[config.mk]
export PLATFORM = sky130hd
export DESIGN_NAME = mul_apb_top
export DESIGN_NICKNAME = d
export VERILOG_FILES = /design/src/hdl/mul_cfg_pkg.sv /design/src/hdl/mul_apb_pkg.sv /design/src/hdl/mul_array_row.sv /design/src/hdl/mul_array.sv /design/src/hdl/mul_apb_regs.sv /design/src/hdl/mul_apb_top.sv
export SDC_FILE = /design/constraint.sdc
export NUM_CORES = 1
export LEC_CHECK = 0
export ABC_AREA = 1
export BUFFER_PORTS_ARGS = -buffer_cell sky130_fd_sc_hd__buf_2
export CORE_UTILIZATION = 65
export DETAILED_ROUTE_END_ITERATION = 8
export PLACE_DENSITY = 0.83
export SLEW_MARGIN = 20
export SYNTH_ARGS = -nofsm -noshare
export SYNTH_HDL_FRONTEND = slang
export SYNTH_SLANG_ARGS = --single-unit
[constraint.sdc]
create_clock -name clk_i -period 7.7 [get_ports clk_i]
set_input_delay 1.54 -clock clk_i [delete_from_list [all_inputs] [get_ports clk_i]]
set_output_delay 1.54 -clock clk_i [all_outputs]
set_load 0.02 [all_outputs]
[src/hdl/mul_cfg_pkg.sv]
// Datapath constants and types of the array multiplier, referenced by scoped name from the RTL.
package mul_cfg_pkg;

  // Operand width in bits. Both operands share it.
  localparam int MUL_WIDTH = 16;

  // One adder row per operand bit above bit 0.
  localparam int MUL_ROWS = MUL_WIDTH - 1;

  // Pipeline mask with one bit per adder row.
  // A set bit puts a register stage on that row's outputs.
  // Rows 2, 5, 8, 11 and 14 are registered, so the last row always ends in a register.
  localparam logic [MUL_ROWS-1:0] MUL_PIPE_MASK = 15'b100_1001_0010_0100;

  // Cycles from a launch to its result. Every registered row adds one.
  localparam int MUL_LATENCY = $countones(MUL_PIPE_MASK);

  // One multiplier operand.
  typedef logic [MUL_WIDTH-1:0] operand_t;

  // Full product of two operands.
  typedef logic [2*MUL_WIDTH-1:0] product_t;

  // Running sum carried from one adder row to the next.
  typedef logic [MUL_WIDTH-1:0] row_sum_t;

endpackage

[src/hdl/mul_apb_pkg.sv]
// APB register map of the multiplier, with the types, offsets and status layout used by the slave.
package mul_apb_pkg;

  // APB address and data types.
  typedef logic [7:0]  apb_addr_t;
  typedef logic [31:0] apb_data_t;

  // Register offsets.
  localparam apb_addr_t REG_OPERANDS = 8'h00; // Write only. A write launches a product.
  localparam apb_addr_t REG_RESULT   = 8'h04; // Read only. A read pops the oldest product.
  localparam apb_addr_t REG_STATUS   = 8'h08; // Read only.
  localparam apb_addr_t REG_CLEAR    = 8'h0C; // Write clears the refused flag.

  // Result FIFO geometry.
  localparam int FIFO_DEPTH = 4;
  localparam int FIFO_AW    = $clog2(FIFO_DEPTH);

  // Wide enough to hold 0 to FIFO_DEPTH inclusive.
  typedef logic [2:0] fifo_cnt_t;

  // Field positions in the status word.
  localparam int STAT_CNT_LSB     = 0;  // FIFO count, three bits.
  localparam int STAT_EMPTY_BIT   = 8;
  localparam int STAT_INFL_LSB    = 16; // In-flight count, three bits.
  localparam int STAT_REFUSED_BIT = 24; // Sticky until a write to REG_CLEAR.

endpackage

[src/hdl/mul_array_row.sv]
// One ripple-carry row of the array multiplier, instantiated once per operand bit by mul_array.
`timescale 1ns/1ps

module mul_array_row #(
  parameter int row_idx_p   = 0,
  parameter bit pipelined_p = 1'b0
) (
  input  logic                  clk_i,
  input  logic                  rst_i,
  input  logic                  v_i,
  input  mul_cfg_pkg::operand_t a_i,
  input  mul_cfg_pkg::operand_t b_i,
  input  mul_cfg_pkg::row_sum_t s_i,
  input  logic                  c_i,
  input  mul_cfg_pkg::product_t prod_i,
  output logic                  v_o,
  output mul_cfg_pkg::operand_t a_o,
  output mul_cfg_pkg::operand_t b_o,
  output mul_cfg_pkg::row_sum_t s_o,
  output logic                  c_o,
  output mul_cfg_pkg::product_t prod_o
);

  localparam int W = mul_cfg_pkg::MUL_WIDTH;

  mul_cfg_pkg::operand_t pp;
  logic [W:0]            sum;
  mul_cfg_pkg::product_t prod_n;

  // Partial product for this row's bit of b.
  assign pp = a_i & {W{b_i[row_idx_p+1]}};

  // The previous row's lowest sum bit is already settled, so the carry and the
  // remaining sum bits move down one place before the new partial product is added.
  assign sum = {1'b0, pp} + {1'b0, c_i, s_i[W-1:1]};

  // This row settles one more low product bit.
  always_comb begin
    prod_n                = prod_i;
    prod_n[row_idx_p + 1] = sum[0];
  end

  if (pipelined_p) begin : g_reg

    // Valid tag of the product held in this stage.
    always_ff @(posedge clk_i) begin
      if (rst_i) begin
        v_o <= 1'b0;
      end else begin
        v_o <= v_i;
      end
    end

    always_ff @(posedge clk_i) begin
      a_o    <= a_i;
      b_o    <= b_i;
      s_o    <= sum[W-1:0];
      c_o    <= sum[W];
      prod_o <= prod_n;
    end

  end else begin : g_comb

    assign v_o    = v_i;
    assign a_o    = a_i;
    assign b_o    = b_i;
    assign s_o    = sum[W-1:0];
    assign c_o    = sum[W]; // Carry out of the row.
    assign prod_o = prod_n;

  end

endmodule

[src/hdl/mul_array.sv]
// Pipelined unsigned array multiplier. Chains the adder rows and tags each product with a valid bit.
`timescale 1ns/1ps

module mul_array (
  input  logic                  clk_i,
  input  logic                  rst_i,
  input  logic                  v_i,
  input  mul_cfg_pkg::operand_t a_i,
  input  mul_cfg_pkg::operand_t b_i,
  output logic                  v_o,
  output mul_cfg_pkg::product_t p_o
);

  localparam int W    = mul_cfg_pkg::MUL_WIDTH;
  localparam int ROWS = mul_cfg_pkg::MUL_ROWS;

  // Index i of each chain is the input of row i, and index ROWS is the array output.
  // The operands stop at the last row, so their chains are one entry shorter.
  mul_cfg_pkg::operand_t a_c    [ROWS];
  mul_cfg_pkg::operand_t b_c    [ROWS];
  mul_cfg_pkg::row_sum_t s_c    [ROWS+1];
  logic                  c_c    [ROWS+1];
  mul_cfg_pkg::product_t prod_c [ROWS+1];
  logic                  v_c    [ROWS+1];

  mul_cfg_pkg::operand_t pp0;

  // Row zero of the array is just the first partial product, with no adder.
  assign pp0 = a_i & {W{b_i[0]}};

  assign a_c[0]    = a_i;
  assign b_c[0]    = b_i;
  assign s_c[0]    = pp0;
  assign c_c[0]    = 1'b0;
  assign prod_c[0] = {{(2*W-1){1'b0}}, pp0[0]}; // Product bit 0 is final already.
  assign v_c[0]    = v_i;

  for (genvar i = 0; i < ROWS; i++) begin : g_row
    if (i < ROWS - 1) begin : g_mid
      mul_array_row #(
        .row_idx_p  (i),
        .pipelined_p(mul_cfg_pkg::MUL_PIPE_MASK[i])
      ) row_i (
        .clk_i (clk_i),
        .rst_i (rst_i),
        .v_i   (v_c[i]),
        .a_i   (a_c[i]),
        .b_i   (b_c[i]),
        .s_i   (s_c[i]),
        .c_i   (c_c[i]),
        .prod_i(prod_c[i]),
        .v_o   (v_c[i+1]),
        .a_o   (a_c[i+1]),
        .b_o   (b_c[i+1]),
        .s_o   (s_c[i+1]),
        .c_o   (c_c[i+1]),
        .prod_o(prod_c[i+1])
      );
    end else begin : g_last
      // The last row has no successor for its operands.
      mul_array_row #(
        .row_idx_p  (i),
        .pipelined_p(mul_cfg_pkg::MUL_PIPE_MASK[i])
      ) row_i (
        .clk_i (clk_i),
        .rst_i (rst_i),
        .v_i   (v_c[i]),
        .a_i   (a_c[i]),
        .b_i   (b_c[i]),
        .s_i   (s_c[i]),
        .c_i   (c_c[i]),
        .prod_i(prod_c[i]),
        .v_o   (v_c[i+1]),
        .a_o   (),
        .b_o   (),
        .s_o   (s_c[i+1]),
        .c_o   (c_c[i+1]),
        .prod_o(prod_c[i+1])
      );
    end
  end

  // The last sum's bit 0 doubles as product bit W-1, so only the bits below it
  // come from the accumulated chain.
  assign p_o = {c_c[ROWS], s_c[ROWS], prod_c[ROWS][W-2:0]};
  assign v_o = v_c[ROWS];

endmodule

[src/hdl/mul_apb_regs.sv]
// APB slave of the multiplier. Launches products, tracks those in flight and queues the results.
`timescale 1ns/1ps

module mul_apb_regs (
  input  logic                   clk_i,
  input  logic                   rst_i,
  input  mul_apb_pkg::apb_addr_t paddr_i,
  input  logic                   psel_i,
  input  logic                   penable_i,
  input  logic                   pwrite_i,
  input  mul_apb_pkg::apb_data_t pwdata_i,
  output mul_apb_pkg::apb_data_t prdata_o,
  output logic                   pready_o,
  output logic                   pslverr_o,
  output logic                   launch_v_o,
  output mul_cfg_pkg::operand_t  launch_a_o,
  output mul_cfg_pkg::operand_t  launch_b_o,
  input  logic                   res_v_i,
  input  mul_cfg_pkg::product_t  res_p_i
);

  localparam int CW = $bits(mul_apb_pkg::fifo_cnt_t);

  logic wr_access;
  logic rd_access;
  logic wr_operands;
  logic rd_result;
  logic launch;
  logic refused;
  logic pop;
  logic fifo_empty;
  logic refused_r;
  logic [CW:0] occupancy;

  mul_apb_pkg::fifo_cnt_t fifo_cnt;
  mul_apb_pkg::fifo_cnt_t infl_cnt;
  mul_apb_pkg::apb_data_t status;

  logic [mul_apb_pkg::FIFO_AW-1:0] wr_ptr;
  logic [mul_apb_pkg::FIFO_AW-1:0] rd_ptr;
  mul_cfg_pkg::product_t           fifo_mem [mul_apb_pkg::FIFO_DEPTH];

  assign pready_o = 1'b1; // No wait states.

  // Writes and pops act only in the access phase.
  assign wr_access   = psel_i & penable_i & pwrite_i;
  assign rd_access   = psel_i & penable_i & ~pwrite_i;
  assign wr_operands = wr_access && (paddr_i == mul_apb_pkg::REG_OPERANDS);
  assign rd_result   = rd_access && (paddr_i == mul_apb_pkg::REG_RESULT);

  // Products already queued plus those still in the array must leave room for one more.
  assign occupancy = {1'b0, fifo_cnt} + {1'b0, infl_cnt};
  assign launch    = wr_operands && (occupancy < (CW+1)'(mul_apb_pkg::FIFO_DEPTH));
  assign refused   = wr_operands && !launch;

  assign fifo_empty = (fifo_cnt == '0);
  assign pop        = rd_result & ~fifo_empty;
  assign pslverr_o  = refused | (rd_result & fifo_empty);

  always_ff @(posedge clk_i) begin
    if (rst_i) begin
      launch_v_o <= 1'b0;
      infl_cnt   <= '0;
      fifo_cnt   <= '0;
      wr_ptr     <= '0;
      rd_ptr     <= '0;
      refused_r  <= 1'b0;
    end else begin
      launch_v_o <= launch;
      // A launch and a finishing product in the same cycle leave the count as it is.
      case ({launch, res_v_i})
        2'b10:   infl_cnt <= infl_cnt + 1'b1;
        2'b01:   infl_cnt <= infl_cnt - 1'b1;
        default: infl_cnt <= infl_cnt;
      endcase
      case ({res_v_i, pop})
        2'b10:   fifo_cnt <= fifo_cnt + 1'b1;
        2'b01:   fifo_cnt <= fifo_cnt - 1'b1;
        default: fifo_cnt <= fifo_cnt;
      endcase
      if (res_v_i) wr_ptr <= wr_ptr + 1'b1; // Room was checked at launch time.
      if (pop) rd_ptr <= rd_ptr + 1'b1;
      if (refused) begin
        refused_r <= 1'b1;
      end else if (wr_access && (paddr_i == mul_apb_pkg::REG_CLEAR)) begin
        refused_r <= 1'b0;
      end
    end
  end

  // Operands for the array, valid together with launch_v_o.
  always_ff @(posedge clk_i) begin
    if (launch) begin
      launch_a_o <= pwdata_i[15:0];
      launch_b_o <= pwdata_i[31:16];
    end
  end

  always_ff @(posedge clk_i) begin
    if (res_v_i) fifo_mem[wr_ptr] <= res_p_i;
  end

  always_comb begin
    status                                     = '0;
    status[mul_apb_pkg::STAT_CNT_LSB +: CW]    = fifo_cnt;
    status[mul_apb_pkg::STAT_EMPTY_BIT]        = fifo_empty;
    status[mul_apb_pkg::STAT_INFL_LSB +: CW]   = infl_cnt;
    status[mul_apb_pkg::STAT_REFUSED_BIT]      = refused_r;
  end

  // Read data is zero outside a read access, and for an empty FIFO.
  always_comb begin
    prdata_o = '0;
    if (rd_access) begin
      case (paddr_i)
        mul_apb_pkg::REG_RESULT: if (!fifo_empty) prdata_o = fifo_mem[rd_ptr];
        mul_apb_pkg::REG_STATUS: prdata_o = status;
        default:                 prdata_o = '0;
      endcase
    end
  end

endmodule

[src/hdl/mul_apb_top.sv]
// Top level of the APB multiplier. Connects the register block to the pipelined array.
`timescale 1ns/1ps

module mul_apb_top (
  input  logic                   clk_i,
  input  logic                   rst_i,
  input  mul_apb_pkg::apb_addr_t paddr_i,
  input  logic                   psel_i,
  input  logic                   penable_i,
  input  logic                   pwrite_i,
  input  mul_apb_pkg::apb_data_t pwdata_i,
  output mul_apb_pkg::apb_data_t prdata_o,
  output logic                   pready_o,
  output logic                   pslverr_o
);

  // Launch side, one product per pulse.
  logic                  launch_v;
  mul_cfg_pkg::operand_t launch_a;
  mul_cfg_pkg::operand_t launch_b;

  // Result side, in launch order.
  logic                  res_v;
  mul_cfg_pkg::product_t res_p;

  mul_apb_regs regs_i (
    .clk_i     (clk_i),
    .rst_i     (rst_i),
    .paddr_i   (paddr_i),
    .psel_i    (psel_i),
    .penable_i (penable_i),
    .pwrite_i  (pwrite_i),
    .pwdata_i  (pwdata_i),
    .prdata_o  (prdata_o),
    .pready_o  (pready_o),
    .pslverr_o (pslverr_o),
    .launch_v_o(launch_v),
    .launch_a_o(launch_a),
    .launch_b_o(launch_b),
    .res_v_i   (res_v),
    .res_p_i   (res_p)
  );

  mul_array array_i (
    .clk_i(clk_i),
    .rst_i(rst_i),
    .v_i  (launch_v),
    .a_i  (launch_a),
    .b_i  (launch_b),
    .v_o  (res_v),
    .p_o  (res_p)
  );

endmodule

=== Word-level counts from Yosys, hierarchy flattened ===
Memory sizes are Yosys's and may differ from the RTL's. A register that Yosys moved wholly into a read port is not among the register bits.
Index checks and enable logic that the tools add are counted.

* Eq/ne operators: 7
* Reduce and logical (&&, ||, !) cells: 11
* $lt $le $gt $ge: 1
* Bitwise gates (word level): 24
* Muxes and demuxes: 11
* $add $sub $neg: 22

{| class="wikitable"
|+ Operators with widths
! cell !! number
|-
| $and A16 B16 Y16 || 16
|-
| $add A16 B16 Y17 || 14
|-
| $mux W32 || 2
|-
| $pmux W32 S2 || 1
|-
| $add A16 B15 Y17 || 1
|-
| $eq A8 B4 Y1 const B || 2
|-
| $pmux W3 S2 || 2
|-
| $eq A8 B3 Y1 const B || 1
|-
| $logic_not A8 Y1 || 1
|-
| $add A3 B1 Y3 const B || 2
|-
| $reduce_bool A2 Y1 || 3
|-
| $sub A3 B1 Y3 const B || 2
|-
| $and A1 B1 Y1 || 5
|-
| $logic_and A1 B1 Y1 || 5
|-
| $add A2 B1 Y2 const B || 2
|-
| $add A3 B3 Y4 || 1
|-
| $eq A2 B1 Y1 const B || 2
|-
| $eq A2 B2 Y1 const B || 2
|-
| $lt A4 B3 Y1 const B || 1
|-
| $mux W1 || 4
|-
| $mux W2 || 2
|-
| $logic_not A3 Y1 || 1
|-
| $not A1 Y1 || 2
|-
| $logic_not A1 Y1 || 1
|-
| $or A1 B1 Y1 || 1
|}

* Output and inout bits: 34
* Memories: 1
* Register bits after elaboration: 311
* Bits in writable memories: 128

{| class="wikitable"
|+ Memory list
! memory !! depth !! bits a word !! rd ports !! clocked after Yosys merged registers in !! wr ports !! RTL line !! text
|-
| regs_i.fifo_mem || 4 || 32 || 1 || 1 || 1 || mul_apb_regs.sv:41 || <nowiki>mul_cfg_pkg::product_t fifo_mem [mul_apb_pkg::FIFO_DEPTH];</nowiki>
|}

=== Logic depth before layout (Yosys ltp) ===
* Depth in word-level cells: 7
* Gate-level depth with buffers: 34

=== Cells and area by module ===
From an unflattened synthesis, not the netlist that was laid out.

* Cell total of the unflattened synthesis: 4947
* Area total of the unflattened synthesis: 36572.6 µm²

{| class="wikitable"
|+ Modules (own cells, without submodules)
! module !! instances !! area an instance (µm²) !! seq. area each (µm²) !! cells each
|-
| mul_array_row (array_i.g_row[2].g_mid.row_i ...) || 3 || 2731.4 || 1621.6 || 306
|-
| mul_array_row (array_i.g_row[3].g_mid.row_i ...) || 5 || 1582.8 || 0.0 || 287
|-
| mul_apb_regs || 1 || 6851.6 || 5084.9 || 532
|-
| mul_array_row (array_i.g_row[0].g_mid.row_i ...) || 4 || 1595.3 || 0.0 || 284
|-
| mul_array_row (array_i.g_row[11].g_mid.row_i ...) || 2 || 2743.9 || 1621.6 || 303
|-
| mul_array_row (array_i.g_row[1].g_mid.row_i) || 1 || 1569.0 || 0.0 || 284
|-
| mul_array || 1 || 175.2 || 0.0 || 36
|}

=== Worst setup path before layout ===
No wires, ideal clock.

* Path kind: input port to flip-flop
* Start: in paddr_i[7]
* End: reg regs_i.infl_cnt[1]
* Path buffers: 0
* Data arrival time: 4.502 ns
* Cell stages on the path: 10
* Required time: 7.614 ns
* Slack: 3.113 ns
* Path through: nor2_2 nand3_2 inv_1 nand3_1 nor2_1 inv_1 ha_1 inv_1 fa_1 a211oi_1

* Longest elaborated chain between the ends: 5
* Elaborated cells on any way between the ends: 7

{| class="wikitable"
|+ RTL lines
! element !! RTL line !! text
|-
| start, declared || mul_apb_top.sv:7 || <nowiki>input mul_apb_pkg::apb_addr_t paddr_i,</nowiki>
|-
| $logic_not A8 Y1 * || mul_apb_regs.sv:48 || <nowiki>assign wr_operands = wr_access && (paddr_i == mul_apb_pkg::REG_OPERANDS);</nowiki>
|-
| $logic_and A1 B1 Y1 * || mul_apb_regs.sv:48 ||
|-
| $logic_and A1 B1 Y1 * || mul_apb_regs.sv:53 || <nowiki>assign launch = wr_operands && (occupancy < (CW+1)'(mul_apb_pkg::FIFO_DEPTH));</nowiki>
|-
| net regs_i.launch || mul_apb_regs.sv:28 || <nowiki>logic launch;</nowiki>
|-
| $eq A2 B1 Y1 / $eq A2 B2 Y1 (equally long branches) || mul_apb_regs.sv:71 || <nowiki>case ({launch, res_v_i})</nowiki>
|-
| $pmux W3 S2 / $reduce_bool A2 Y1 (equally long branches) || n/a ||
|-
| end signal, assigned || mul_apb_regs.sv:72 || <nowiki>2'b10: infl_cnt <= infl_cnt + 1'b1;</nowiki>
|-
| end signal, assigned || mul_apb_regs.sv:73 || <nowiki>2'b01: infl_cnt <= infl_cnt - 1'b1;</nowiki>
|-
| end signal, assigned || mul_apb_regs.sv:74 || <nowiki>default: infl_cnt <= infl_cnt;</nowiki>
|-
| end, declared || mul_apb_regs.sv:36 || <nowiki>mul_apb_pkg::fifo_cnt_t infl_cnt;</nowiki>
|}

The timed path passes the listed nets; every way through them passes the cells marked *.
A chain may end at the register's enable or synchronous reset.

=== Worst setup path after layout ===
* Start: reg array_i.g_row[2].g_mid.row_i.b_o[4]
* End: reg array_i.g_row[5].g_mid.row_i.s_o[15]

* Longest elaborated chain between the ends: 4

{| class="wikitable"
|+ RTL lines
! element !! RTL line !! text
|-
| start, declared || mul_array_row.sv:18 || <nowiki>output mul_cfg_pkg::operand_t b_o,</nowiki>
|-
| start signal, assigned || mul_array_row.sv:56 || <nowiki>b_o <= b_i;</nowiki>
|-
| $and A16 B16 Y16 || mul_array_row.sv:31 || <nowiki>assign pp = a_i & {W{b_i[row_idx_p+1]}};</nowiki>
|-
| $add A16 B16 Y17 (3 in a row) || mul_array_row.sv:35 || <nowiki>assign sum = {1'b0, pp} + {1'b0, c_i, s_i[W-1:1]};</nowiki>
|-
| net array_i.g_row[5].g_mid.row_i.sum[15] || mul_array_row.sv:27 || <nowiki>logic [W:0] sum;</nowiki>
|-
| end signal, assigned || mul_array_row.sv:57 || <nowiki>s_o <= sum[W-1:0];</nowiki>
|-
| end, declared || mul_array_row.sv:19 || <nowiki>output mul_cfg_pkg::row_sum_t s_o,</nowiki>
|}

The timed path passes the listed nets, and every way through them passes these cells.

==> flow_metrics.tcl <==
set metrics [dict create \
    drtIter0Drc 1963 \
    clkLatencyLatePin_ns 0.59 \
    crit_required_ns 8.18 \
    die_x_microns 207 \
    drv_cap 0 \
    antenna_found_initial 0 \
    cts_buffers 43 \
    outcome "complete, no violations" \
    rsz0062_at_grt "no" \
    finalSetupTns_ns 0 \
    placed_area_sq_um 28300 \
    stdcell_area_sq_um 29700 \
    syn_to_final_growth_pct 8.52 \
    synth_top_area_share_pct 18.6 \
    cts_hold_buf 0 \
    yosysSeqAreaShare_pct 35.3 \
    drive_above_1_share_pct 4.92 \
    dr.pass1.iters 6 \
    fin_crit_ns 4.80 \
    fin_skew_ns 0.0324 \
    dp_hpwl_mm 49.1 \
    place_congestion 0.943 \
    num_vias 24100 \
    p_per_area_nw_per_um2 172 \
    synth.area.top_cells "nand2_1 (19%), dfxtp_1 (18%), edfxtp_1 (18%)" \
    grt_usage_pct 30.2 \
    mappedNetlistNets 4290 \
    cts_root_buffer "clkbuf_16" \
    io_buffers 77 \
    relSlewSlack_pct 33.0 \
    tightest_slew_ns 1.00 \
    cts_tree "done" \
    yosysWarningCount 0 \
    htreeDepth 2 \
    postSynthCellCount 3955 \
    hp-class "reg -> reg" \
    antenna_cells 0 \
    period_share_pct 62.3 \
    grt_pass1_vias 22600 \
    crit_type "reg -> reg" \
    grt_pass1_wl_mm 107 \
    io_pins 79 \
    synth_top_flop_cell "dfxtp_1" \
    synth_seq_cells 403 \
    core_area_sq_um 41200 \
    synth_cell_types 40 \
    routed_wl_mm 64.3 \
    timing.final.ws_setup_ns 2.90 \
    initial_core_util_pct 66.5 \
    grt-ovfl-total 0 \
    start_kind "register" \
    drc_errors 0 \
    vdd_drop_max_mv 0.178 \
    finalSetupViolCount 0 \
    yosysTopAreaCell "nand2_1" \
    num_rows 74 \
    cp-end-kind "register" \
    die_h_microns 207 \
    final_hold_viol_count 0 \
    drv_slew 0 \
    avgRoutedWirePerCell_microns 14.0 \
    clkSinkCount 403 \
    reg2reg_setup_slack_ns 2.90 \
    power.leakage_nw 17.3 \
    clockBufferDepth 3 \
    fp.dieArea_sq_um 43000 \
    final_nets 4365 \
    arrival_ns 5.28 \
    max_clock_freq_mhz 208 \
    synthArstFlopShare_pct 0 \
    place_ws_ns 3.10 \
    synth-edff-count 160 \
    post-cts-setup-buffer-count 0 \
    viasPerCell 5.25 \
    netlist_area_sq_um 27400 \
    final_util_pct 72.2 \
    grt_start_max_net_pins 66 \
    ant_nets 0 \
    cts_resized 0 \
    clk_pin_slew_worst_paths_ns 0.06 \
    cp_max_fo 16 \
    avgSynthCellArea_sq_um 6.93 \
]
==> synth_stat cells, types with 2 or more instances <==
cell type	instances
a211oi_1	12
a21oi_1	173
a21oi_2	20
and2_1	30
and3_1	4
buf_2	10
buf_4	2
buf_6	2
clkbuf_1	41
dfxtp_1	243
edfxtp_1	160
fa_1	17
ha_1	273
inv_1	731
inv_2	2
nand2_1	1358
nand3_1	234
nand3_2	4
nand3b_1	10
nand4_1	33
nor2_1	314
nor2_2	2
nor3_1	39
o21a_1	3
o21ai_0	94
o21ai_1	3
o21bai_1	19
o22ai_1	5
or2_2	10
xnor2_1	9
xor2_1	89
==> flip-flops by register name (all words and copies together) (netlist names), 4 cells and up, named ones only <==
name / flops
array_i.g_row.g_mid.row_i.b_o: 30
array_i.g_row.g_mid.row_i.v_o: 4
array_i.g_row.g_mid.row_i.s_o: 64
array_i.g_row.g_last.row_i.s_o: 16
array_i.g_row.g_mid.row_i.prod_o: 30
regs_i.launch_b_o: 16
array_i.g_row.g_mid.row_i.a_o: 64
array_i.g_row.g_last.row_i.prod_o: 15
regs_i.launch_a_o: 16
regs_i.fifo_mem: 128
array_i.g_row.g_mid.row_i.c_o: 4
==> cells in the final DEF (no fill, tap or decap), types with 3 or more instances in the layout <==
| cell type | n |
|---|---|
| o21ai_0 | 94 |
| clkinv_1 | 3 |
| clkinvlp_4 | 4 |
| dfxtp_1 | 242 |
| o21a_1 | 3 |
| buf_4 | 9 |
| clkbuf_1 | 7 |
| nand4_1 | 33 |
| inv_1 | 731 |
| xnor2_1 | 9 |
| nand2_1 | 1358 |
| clkbuf_16 | 44 |
| o21bai_1 | 19 |
| o21ai_1 | 3 |
| or2_2 | 10 |
| a21oi_2 | 20 |
| ha_1 | 273 |
| and2_1 | 30 |
| nand3_2 | 4 |
| nor2_1 | 313 |
| bufinv_16 | 3 |
| edfxtp_1 | 160 |
| a211oi_1 | 12 |
| xor2_1 | 89 |
| clkinv_4 | 4 |
| nand3b_1 | 10 |
| o22ai_1 | 5 |
| clkbuf_8 | 3 |
| a21oi_1 | 173 |
| nor3_1 | 39 |
| and3_1 | 4 |
| nand3_1 | 234 |
| clkinv_2 | 9 |
| buf_2 | 77 |
| fa_1 | 17 |
==> path summary, 6_finish.rpt <==
check | start | to | cells after the start
worst min register to register | array_i.g_row[5].g_mid.row_i.prod_o[4]$_DFF_P_ | array_i.g_row[8].g_mid.row_i.prod_o[4]$_DFF_P_ | 0
worst min-delay path | array_i.g_row[5].g_mid.row_i.prod_o[4]$_DFF_P_ | array_i.g_row[8].g_mid.row_i.prod_o[4]$_DFF_P_ | 0
worst max-delay path | array_i.g_row[2].g_mid.row_i.b_o[4]$_DFF_P_ | array_i.g_row[5].g_mid.row_i.s_o[15]$_DFF_P_ | 27
worst max register to register | array_i.g_row[2].g_mid.row_i.b_o[4]$_DFF_P_ | array_i.g_row[5].g_mid.row_i.s_o[15]$_DFF_P_ | 27
==> cell type report <==
type / count / area [sq um]
Tap cell: 532 / 666
Inverter: 734 / 2760
Multi-Input combinational cell: 2762 / 14800
Timing Repair Buffer: 86 / 453
Clock buffer: 54 / 1170
Clock inverter: 26 / 284
Fill cell: 3395 / 11500
Sequential cell: 403 / 9670
==> routing by layer <==
metal | GRT usage [%] | wire [microns]
met1 | 40.4 | 29200
met2 | 50.3 | 29000
met3 | 4.61 | 4440
met4 | 9.34 | 1730
met5 | 0 | 0
==> critical path, cell delays in order (launching register included) <==
cell	delay, ns
dfxtp_1	0.70
nand2_1	0.11
inv_1	0.09
ha_1	0.23
inv_1	0.12
fa_1	0.47
inv_1	0.12
nand3_1	0.08
nand3_1	0.17
nand2_1	0.08
nand2_1	0.13
nand2_1	0.10
nand3_1	0.08
nand2_1	0.07
ha_1	0.38
inv_1	0.08
nor3_1	0.24
and2_1	0.16
nand2_1	0.07
nand3_1	0.09
nand2_1	0.06
ha_1	0.34
inv_1	0.10
nor3_1	0.22
and2_1	0.15
nand2_1	0.08
nand3_1	0.10
nand2_1	0.07
==> stage by stage <==
stage | hold slack, ns | std cells | power (mW)
finish | 0.306 | 4597 | 5.11
global route | 0.312 | 4597 | 5.31
CTS | 0.310 | 4597 | 5.13
detailed placement | 0.312 | 4517 | 3.04
global placement | 0.309 | 4517 | 3.03
floorplan | 0.310 | 3955 | 2.87
==> power breakdown <==
group	internal [mW]	switching [mW]	leakage (nW)
sequential	2.32	0.0507	3.48
combinational	0.233	0.412	13.1
clock	1.20	0.899	0.705
==> cell families after synthesis <==
logic type | after synthesis | share of synthesized area (%)
buffers and inverters | 790 | 10.9
AOI/OAI and AO/OA | 331 | 6.67
DFF | 403 | 35.3
other | 1 | 0.0137
and+or+nand+nor | 2042 | 30.3
xor gates and xnor gates | 98 | 3.13
adders and majority gates | 290 | 13.7
No activity file was read; power rests on OpenSTA's default activity.
